$ cat config.mk
export PLATFORM = sky130hd
export DESIGN_NAME = rv_core_top
export DESIGN_NICKNAME = d
export VERILOG_FILES = /design/src/design/rv_core_pkg.sv /design/src/design/inst_stream_if.sv /design/src/design/rv_core_top.sv /design/src/design/execute_unit.sv /design/src/design/register_file.sv /design/src/design/inst_decoder.sv /design/src/design/inst_queue.sv /design/src/design/fetch_unit.sv
export SDC_FILE = /design/constraint.sdc
export NUM_CORES = 2
export LEC_CHECK = 0
export BUFFER_PORTS_ARGS = -buffer_cell sky130_fd_sc_hd__buf_2
export CAP_MARGIN = 10
export CORE_ASPECT_RATIO = 1.5
export CORE_MARGIN = 5
export CORE_UTILIZATION = 53
export DETAILED_ROUTE_END_ITERATION = 10
export PLACE_DENSITY = 0.8
export SLEW_MARGIN = 20
export SYNTH_ARGS = -nofsm -noshare
export SYNTH_HDL_FRONTEND = slang
export SYNTH_SLANG_ARGS = --single-unit
export TNS_END_PERCENT = 1
$ cat constraint.sdc
create_clock -name clk -period 11.3 [get_ports clk]
set_input_delay 2.26 -clock clk [delete_from_list [all_inputs] [get_ports clk]]
set_output_delay 2.26 -clock clk [all_outputs]
set_load 0.01 [all_outputs]
$ cat src/design/rv_core_pkg.sv
`default_nettype none

package rv_core_pkg;

    // data and address width
    localparam int XLEN = 32;

    // first fetch address out of reset
    localparam logic [XLEN-1:0] RESET_PC = 32'h8000_0000;

    // queue slots, also the credit count fetch starts with
    localparam int QUEUE_DEPTH = 4;
    // counter must hold the value QUEUE_DEPTH itself
    localparam int CREDIT_W = $clog2(QUEUE_DEPTH + 1);
    localparam int QPTR_W = $clog2(QUEUE_DEPTH);

    // full ebreak word, matched as a whole
    localparam logic [XLEN-1:0] EBREAK_INST = 32'h0010_0073;

    // major opcodes of the supported subset
    localparam logic [6:0] OPC_LUI = 7'b0110111;
    localparam logic [6:0] OPC_AUIPC = 7'b0010111;
    localparam logic [6:0] OPC_JAL = 7'b1101111;
    localparam logic [6:0] OPC_JALR = 7'b1100111;
    localparam logic [6:0] OPC_OP_IMM = 7'b0010011;
    localparam logic [6:0] OPC_OP = 7'b0110011;
    localparam logic [6:0] OPC_LOAD = 7'b0000011;
    localparam logic [6:0] OPC_STORE = 7'b0100011;

    typedef enum logic [3:0] {
        op_lui,
        op_auipc,
        op_jal,
        op_jalr,
        op_addi,
        op_add,
        op_lw,
        op_lbu,
        op_sw,
        op_sb,
        op_ebreak,
        op_illegal
    } inst_op_e;

    // decoder output consumed by execute
    typedef struct packed {
        inst_op_e op;
        logic [4:0] rd;
        logic [4:0] rs1;
        logic [4:0] rs2;
        logic [XLEN-1:0] imm;
    } decoded_inst_t;

endpackage

`default_nettype wire
$ cat src/design/inst_stream_if.sv
`default_nettype none

// pc and instruction words moving downstream,
// one credit per freed slot moving back upstream
interface inst_stream_if import rv_core_pkg::*; ();

    logic valid;
    logic [XLEN-1:0] pc;
    logic [XLEN-1:0] inst;
    logic credit_return;

    // sender of instruction words
    modport producer (
        output valid,
        output pc,
        output inst,
        input credit_return
    );

    // receiver, hands credits back
    modport consumer (
        input valid,
        input pc,
        input inst,
        output credit_return
    );

endinterface

`default_nettype wire

$ cat src/design/rv_core_top.sv
`default_nettype none

module rv_core_top import rv_core_pkg::*; (
    input logic clk,
    input logic reset,
    output logic [XLEN-1:0] imem_addr,
    input logic [XLEN-1:0] imem_rdata,
    output logic [XLEN-1:0] dmem_addr,
    output logic dmem_we,
    output logic [XLEN-1:0] dmem_wdata,
    output logic [3:0] dmem_wmask,
    input logic [XLEN-1:0] dmem_rdata,
    output logic retire_valid,
    output logic [XLEN-1:0] retire_pc,
    output logic retire_we,
    output logic [4:0] retire_rd,
    output logic [XLEN-1:0] retire_wdata,
    output logic halt
);

    logic redirect;
    logic [XLEN-1:0] redirect_pc;

    // fetch to queue, queue head to execute
    inst_stream_if fetch_to_queue ();
    inst_stream_if queue_to_exec ();

    fetch_unit u_fetch (
        .clk (clk),
        .reset (reset),
        .halt (halt),
        .redirect (redirect),
        .redirect_pc (redirect_pc),
        .imem_addr (imem_addr),
        .imem_rdata (imem_rdata),
        .out (fetch_to_queue.producer)
    );

    inst_queue u_queue (
        .clk (clk),
        .reset (reset),
        .redirect (redirect),
        .in (fetch_to_queue.consumer),
        .out (queue_to_exec.producer)
    );

    execute_unit u_execute (
        .clk (clk),
        .reset (reset),
        .in (queue_to_exec.consumer),
        .redirect (redirect),
        .halt (halt),
        .redirect_pc (redirect_pc),
        .dmem_addr (dmem_addr),
        .dmem_wdata (dmem_wdata),
        .dmem_we (dmem_we),
        .dmem_wmask (dmem_wmask),
        .dmem_rdata (dmem_rdata),
        .retire_valid (retire_valid),
        .retire_we (retire_we),
        .retire_rd (retire_rd),
        .retire_pc (retire_pc),
        .retire_wdata (retire_wdata)
    );

endmodule

`default_nettype wire

$ cat src/design/execute_unit.sv
`default_nettype none

module execute_unit import rv_core_pkg::*; (
    input logic clk,
    input logic reset,
    inst_stream_if.consumer in,
    output logic redirect,
    output logic halt,
    output logic [XLEN-1:0] redirect_pc,
    output logic [XLEN-1:0] dmem_addr,
    output logic [XLEN-1:0] dmem_wdata,
    output logic dmem_we,
    output logic [3:0] dmem_wmask,
    input logic [XLEN-1:0] dmem_rdata,
    output logic retire_valid,
    output logic retire_we,
    output logic [4:0] retire_rd,
    output logic [XLEN-1:0] retire_pc,
    output logic [XLEN-1:0] retire_wdata
);

    decoded_inst_t dec;
    logic [XLEN-1:0] rs1_val;
    logic [XLEN-1:0] rs2_val;
    logic fire;
    logic [XLEN-1:0] add_a;
    logic [XLEN-1:0] add_b;
    logic [XLEN-1:0] add_res;
    logic [XLEN-1:0] pc_plus4;
    logic [XLEN-1:0] jump_target;
    logic [XLEN-1:0] load_data;
    logic [XLEN-1:0] wb_data;
    logic [7:0] load_byte;
    logic is_jump;
    logic is_store;
    logic wb_en;

    inst_decoder u_decoder (
        .inst (in.inst),
        .dec (dec)
    );

    register_file u_regfile (
        .clk (clk),
        .we (wb_en),
        .waddr (dec.rd),
        .raddr1 (dec.rs1),
        .raddr2 (dec.rs2),
        .wdata (wb_data),
        .rdata1 (rs1_val),
        .rdata2 (rs2_val)
    );

    // one instruction per cycle, nothing after ebreak
    assign fire = in.valid && !halt;
    assign in.credit_return = fire;

    // shared adder
    // pc based for auipc and jal, rs2 only for add
    assign add_a = (dec.op == op_auipc || dec.op == op_jal) ? in.pc : rs1_val;
    assign add_b = (dec.op == op_add) ? rs2_val : dec.imm;
    assign add_res = add_a + add_b;
    assign pc_plus4 = in.pc + XLEN'(4);

    // jalr clears bit 0, a no-op for jal
    assign jump_target = {add_res[XLEN-1:1], 1'b0};
    assign is_jump = (dec.op == op_jal) || (dec.op == op_jalr);

    // fall-through target needs no redirect
    assign redirect = fire && is_jump && (jump_target != pc_plus4);
    assign redirect_pc = jump_target;

    // data memory
    // word-wide bus, low address bits pick the byte lane
    assign is_store = (dec.op == op_sw) || (dec.op == op_sb);
    assign dmem_addr = add_res;
    assign dmem_we = fire && is_store;
    assign dmem_wmask = (dec.op == op_sb) ? (4'b0001 << add_res[1:0]) : 4'b1111;
    assign dmem_wdata = (dec.op == op_sb) ? {4{rs2_val[7:0]}} : rs2_val;

    // lbu zero extends its lane
    assign load_byte = dmem_rdata[{add_res[1:0], 3'b000} +: 8];
    assign load_data = (dec.op == op_lbu) ? {24'b0, load_byte} : dmem_rdata;

    // writeback source
    always_comb begin
        case (dec.op)
            op_lw, op_lbu: wb_data = load_data;
            op_jal, op_jalr: wb_data = pc_plus4;
            op_lui: wb_data = dec.imm;
            default: wb_data = add_res;
        endcase
    end

    // stores, ebreak and unknown words write nothing
    always_comb begin
        case (dec.op)
            op_lui, op_auipc, op_jal, op_jalr, op_addi, op_add, op_lw, op_lbu: wb_en = fire;
            default: wb_en = 1'b0;
        endcase
    end

    // control state
    always_ff @(posedge clk) begin
        if (reset) begin
            retire_valid <= 1'b0;
            halt <= 1'b0;
        end else begin
            retire_valid <= fire;
            // sticky once ebreak retires
            if (fire && dec.op == op_ebreak) begin
                halt <= 1'b1;
            end
        end
    end

    // retire payload, qualified by retire_valid
    always_ff @(posedge clk) begin
        if (fire) begin
            retire_pc <= in.pc;
            // only real architectural writes, x0 excluded
            retire_we <= wb_en && (dec.rd != 5'd0);
            retire_rd <= dec.rd;
            retire_wdata <= wb_data;
        end
    end

    // once halted the core stays halted and never stores again
    a_halt_quiet: assert property (
        @(posedge clk) disable iff (reset)
        halt |=> halt && !dmem_we
    );

endmodule

`default_nettype wire

$ cat src/design/register_file.sv
`default_nettype none

module register_file import rv_core_pkg::*; (
    input logic clk,
    input logic we,
    input logic [4:0] waddr,
    input logic [4:0] raddr1,
    input logic [4:0] raddr2,
    input logic [XLEN-1:0] wdata,
    output logic [XLEN-1:0] rdata1,
    output logic [XLEN-1:0] rdata2
);

    logic [XLEN-1:0] regs [32];

    // x0 is never written
    always_ff @(posedge clk) begin
        if (we && (waddr != 5'd0)) begin
            regs[waddr] <= wdata;
        end
    end

    // asynchronous reads, x0 forced to zero
    assign rdata1 = (raddr1 == 5'd0) ? '0 : regs[raddr1];
    assign rdata2 = (raddr2 == 5'd0) ? '0 : regs[raddr2];

endmodule

`default_nettype wire

$ cat src/design/inst_decoder.sv
`default_nettype none

module inst_decoder import rv_core_pkg::*; (
    input logic [XLEN-1:0] inst,
    output decoded_inst_t dec
);

    logic [6:0] opcode;
    logic [2:0] funct3;
    logic [XLEN-1:0] imm_i;
    logic [XLEN-1:0] imm_s;
    logic [XLEN-1:0] imm_u;
    logic [XLEN-1:0] imm_j;

    assign opcode = inst[6:0];
    assign funct3 = inst[14:12];

    // immediate formats, all sign extended from bit 31
    assign imm_i = {{20{inst[31]}}, inst[31:20]};
    assign imm_s = {{20{inst[31]}}, inst[31:25], inst[11:7]};
    assign imm_u = {inst[31:12], 12'b0};
    assign imm_j = {{11{inst[31]}}, inst[31], inst[19:12], inst[20], inst[30:21], 1'b0};

    always_comb begin
        // register fields sit at fixed positions
        dec.rd = inst[11:7];
        dec.rs1 = inst[19:15];
        dec.rs2 = inst[24:20];
        dec.op = op_illegal;
        dec.imm = '0;

        if (inst == EBREAK_INST) begin
            dec.op = op_ebreak;
        end else begin
            case (opcode)
                OPC_LUI: begin
                    dec.op = op_lui;
                    dec.imm = imm_u;
                end
                OPC_AUIPC: begin
                    dec.op = op_auipc;
                    dec.imm = imm_u;
                end
                OPC_JAL: begin
                    dec.op = op_jal;
                    dec.imm = imm_j;
                end
                OPC_JALR: begin
                    if (funct3 == 3'b000) begin
                        dec.op = op_jalr;
                        dec.imm = imm_i;
                    end
                end
                OPC_OP_IMM: begin
                    if (funct3 == 3'b000) begin
                        dec.op = op_addi;
                        dec.imm = imm_i;
                    end
                end
                // funct7 not checked
                OPC_OP: begin
                    if (funct3 == 3'b000) begin
                        dec.op = op_add;
                    end
                end
                OPC_LOAD: begin
                    dec.imm = imm_i;
                    if (funct3 == 3'b010) begin
                        dec.op = op_lw;
                    end else if (funct3 == 3'b100) begin
                        dec.op = op_lbu;
                    end
                end
                OPC_STORE: begin
                    dec.imm = imm_s;
                    if (funct3 == 3'b010) begin
                        dec.op = op_sw;
                    end else if (funct3 == 3'b000) begin
                        dec.op = op_sb;
                    end
                end
                default: begin
                    dec.op = op_illegal;
                end
            endcase
        end
    end

endmodule

`default_nettype wire

$ cat src/design/inst_queue.sv
`default_nettype none

module inst_queue import rv_core_pkg::*; (
    input logic clk,
    input logic reset,
    input logic redirect,
    inst_stream_if.consumer in,
    inst_stream_if.producer out
);

    logic [XLEN-1:0] pc_mem [QUEUE_DEPTH];
    logic [XLEN-1:0] inst_mem [QUEUE_DEPTH];
    logic [QPTR_W-1:0] rd_ptr;
    logic [QPTR_W-1:0] wr_ptr;
    logic [CREDIT_W-1:0] count;
    logic push;
    logic pop;

    // push of a redirect cycle belongs to the wrong path
    assign push = in.valid && !redirect;
    // pop strobe comes straight from execute
    assign pop = out.credit_return;

    // flushed entries hand back no credit
    assign in.credit_return = pop && !redirect;

    // head entry
    assign out.valid = (count != '0);
    assign out.pc = pc_mem[rd_ptr];
    assign out.inst = inst_mem[rd_ptr];

    // storage
    always_ff @(posedge clk) begin
        if (push) begin
            pc_mem[wr_ptr] <= in.pc;
            inst_mem[wr_ptr] <= in.inst;
        end
    end

    always_ff @(posedge clk) begin
        if (reset || redirect) begin
            rd_ptr <= '0;
            wr_ptr <= '0;
            count <= '0;
        end else begin
            if (push) begin
                wr_ptr <= (wr_ptr == QPTR_W'(QUEUE_DEPTH - 1)) ? '0 : wr_ptr + 1'b1;
            end
            if (pop) begin
                rd_ptr <= (rd_ptr == QPTR_W'(QUEUE_DEPTH - 1)) ? '0 : rd_ptr + 1'b1;
            end
            count <= count + CREDIT_W'(push) - CREDIT_W'(pop);
        end
    end

    // fetch credits must keep a slot free for every push
    a_no_push_full: assert property (
        @(posedge clk) disable iff (reset)
        push |-> count != CREDIT_W'(QUEUE_DEPTH)
    );

    // execute only pops a valid head
    a_no_pop_empty: assert property (
        @(posedge clk) disable iff (reset)
        pop |-> count != '0
    );

endmodule

`default_nettype wire

$ cat src/design/fetch_unit.sv
`default_nettype none

module fetch_unit import rv_core_pkg::*; (
    input logic clk,
    input logic reset,
    input logic halt,
    input logic redirect,
    input logic [XLEN-1:0] redirect_pc,
    output logic [XLEN-1:0] imem_addr,
    input logic [XLEN-1:0] imem_rdata,
    inst_stream_if.producer out
);

    logic [XLEN-1:0] pc;
    logic [CREDIT_W-1:0] credits;
    logic send;

    // instruction memory answers in the same cycle
    assign imem_addr = pc;

    // one word per cycle while a slot is guaranteed downstream
    assign send = (credits != '0) && !halt;

    assign out.valid = send;
    assign out.pc = pc;
    assign out.inst = imem_rdata;

    always_ff @(posedge clk) begin
        if (reset) begin
            pc <= RESET_PC;
            credits <= CREDIT_W'(QUEUE_DEPTH);
        end else if (redirect) begin
            // queue is flushed this edge so every slot is free again
            pc <= redirect_pc;
            credits <= CREDIT_W'(QUEUE_DEPTH);
        end else begin
            // static prediction
            if (send) begin
                pc <= pc + XLEN'(4);
            end
            // spend and return may coincide
            credits <= credits - CREDIT_W'(send) + CREDIT_W'(out.credit_return);
        end
    end

    // returned credits never exceed the slots handed out
    a_credit_bound: assert property (
        @(posedge clk) disable iff (reset)
        credits <= CREDIT_W'(QUEUE_DEPTH)
    );

endmodule

`default_nettype wire

==> reports/qor.yml <==
grt_max_degree: 109
drt-wirelength-per-cell_um: 38.4
final_cell_mix: "edfxtp_1, mux4_2, nand2_1, buf_2, buf_4"
start_util: 0.534
cts_tree: "built"
ios: 239
maxSlewHeadroom: 0.196
clock_sinks: 1390
setup_viol: 0
io_buffers: 236
yosysWarnings: 0
hp-class: "reg2reg"
post_dp_cell_area_mm2: 0.0701
fin_area_mm2: 0.0742
rows: 158
ant_nets: 0
fin_skew_ps: 43.0
rrSetupSlack_ps: 710
vias: 42364
ys.flop_type: "edfxtp_1"
synth_area_mm2: 0.0661
syn_inst: 3755
dp_slack_ps: 924
startpoint_type: "flop"
worstSkewPairLatency_ps: 770
finalWirelength_um: 221000
whs_path_depth: 2
die_y_um: 443
cts_buffers: 115
final_cells: 5742
period_minus_slack_ps: 11070
viasPerCell: 7.38
antenna_found_initial: 18
arrival_ps: 8810
clock_path_buffers: 3
maxCapViolCount: 0
drt_iter0_drc: 6277
finalWeightedCongestion: 1.06
cts_root_buffer: "clkbuf_16"
grt_pass1_wl_um: 310000
status: "finished clean"
rsz0062_at_grt: "no"
finalNetCount: 4146
ys_ff_latch: 1390
grt-ovfl-total: 0
async_flop_share: 0
max_freq_mhz: 90.3
end_kind: "output port"
drc_errors: 0
layout_commonest_cell: "edfxtp_1"
hold_viol: 0
seq_area_frac_synth: 0.625
core-area_mm2: 0.124
setup_ws_ps: 227
synth_edf_count: 1345
dpl.cell_count: 5518
cp_max_fo: 31
first_pass_iters: 6
htreeDepth: 3
drive_gt1_frac: 0.318
synth.distinct_cells: 86
worstRegToRegCells: 31
required_ps: 9040
period_share: 0.980
syn_avg_cell_area_um2: 17.6
layout-area-overhead-vs-synth_pct: 12.3
dp_hpwl_um: 135000
dieWidth_um: 298
crit_type: "reg2out"
clk_pin_slew_ps: 70
worstMarginPinSlew_ps: 1200
ctsHoldBuffers: 0
postCtsSetupRepairBufs: 0
grt_pass1_vias: 42639
die_area_mm2: 0.132
grt.total_usage: 0.328
slew_violations: 0
ctsResizeCount: 0
[Yosys cell counts (12+ instances only)]
library cell,number,share of area
ha_1,42,0.0079
nor2b_1,13,0.0012
a311oi_1,35,0.0046
nand4_1,33,0.0031
a22oi_1,43,0.0049
dfxtp_1,45,0.014
a21oi_1,77,0.0058
buf_1,61,0.0035
mux2i_1,103,0.016
edfxtp_1,1345,0.61
xnor2_1,63,0.0083
clkbuf_1,172,0.0098
buf_2,13,0.00098
mux4_2,624,0.21
nand2_1,305,0.017
a31oi_1,45,0.0043
nor2_1,113,0.0064
xor2_1,42,0.0056
mux2_2,18,0.0031
a21boi_0,22,0.0025
and3_1,12,0.0011
and2_1,56,0.0053
or3_1,12,0.0011
inv_1,42,0.0024
a211oi_1,50,0.0057
o21a_1,12,0.0014
o21ai_0,124,0.0094
mux2_4,15,0.0034
nand3_1,29,0.0022
nor3_1,26,0.0020
[registers in the layout (all words and copies together) (netlist names), named ones only]
register / cells
u_fetch.credits: 3
u_queue.wr_ptr: 2
u_execute.retire_valid: 1
u_fetch.imem_addr: 31
u_execute.u_regfile.regs: 1024
u_queue.pc_mem: 124
u_queue.rd_ptr: 2
u_execute.retire_wdata: 32
u_queue.inst_mem: 128
u_execute.retire_we: 1
u_execute.halt: 1
u_execute.retire_pc: 31
u_execute.retire_rd: 5
u_queue.count: 3
[critical path: stages (launching register included)]
cell and delay, ps:
dfxtp_4 730, buf_4 390, mux4_2 750, nor3_1 460, nand4_1 480, nor4_1 440, o21ba_1 430, a21oi_4 230
a41o_1 120, buf_4 320, o21ai_0 160, ha_1 370, and2_1 190, a221oi_1 600, a211oi_1 270, nor4_1 500
nor3_1 240, a311o_1 370, a21oi_1 170, xnor3_2 530, buf_2 180
[layer usage]
metal / GRT usage / wire (um) / vias to the layer above / share of wire
li1: - / - / 16107 / -
met1: 0.363 / 64500 / 21122 / 0.29
met2: 0.541 / 107000 / 4024 / 0.48
met3: 0.0829 / 27000 / 1095 / 0.12
met4: 0.259 / 22200 / 16 / 0.10
met5: 0.00256 / 115 / - / 0.00052
[path summary, 6_finish.rpt]
check | startpoint | end
max | flop | dmem_addr[31]
min | u_queue.rd_ptr[1]$_SDFFE_PP0P_ | flop
max reg2reg | flop | u_fetch.credits[2]$_SDFF_PP1_
min reg2reg | u_queue.rd_ptr[1]$_SDFFE_PP0P_ | flop
[stage by stage]
step	hold slack [ps]	util	setup TNS (ps)
3_3_place_gp	519	0.566	0
4_1_cts	544	0.599	0
3_5_place_dp	528	0.566	0
6_report	543	0.600	0
5_1_grt	567	0.600	0
2_1_floorplan	514	-	-322180
[layout make-up]
type | instances | area (um2)
antenna | 12 | 30.0
clock buffer | 131 | 3000
clock inverter | 81 | 1090
fill | 8514 | 49500
inverter | 43 | 164
multi-input combinational | 2091 | 24100
sequential | 1390 | 41300
tap | 1600 | 2000
timing repair buffer | 394 | 2580
[cell families (layout without fill, tap and decap cells)]
| logic type | after synthesis | after routing | share of synthesized area |
|---|---|---|---|
| DFF | 1390 | 1390 | 0.625 |
| muxes | 762 | 762 | 0.235 |
| and+or+nand+nor | 653 | 653 | 0.0460 |
| AOI/OAI and AO/OA | 482 | 482 | 0.0480 |
| buffers and inverters | 307 | 649 | 0.0196 |
| xor gates and xnor gates | 115 | 115 | 0.0174 |
| adders and majority gates | 45 | 45 | 0.00886 |
| other | 1 | 46 | 0.0000567 |
Power is left out: the tool's default activity adds up to more than one toggle a clock period on the data nets, which glitch-free logic cannot reach.
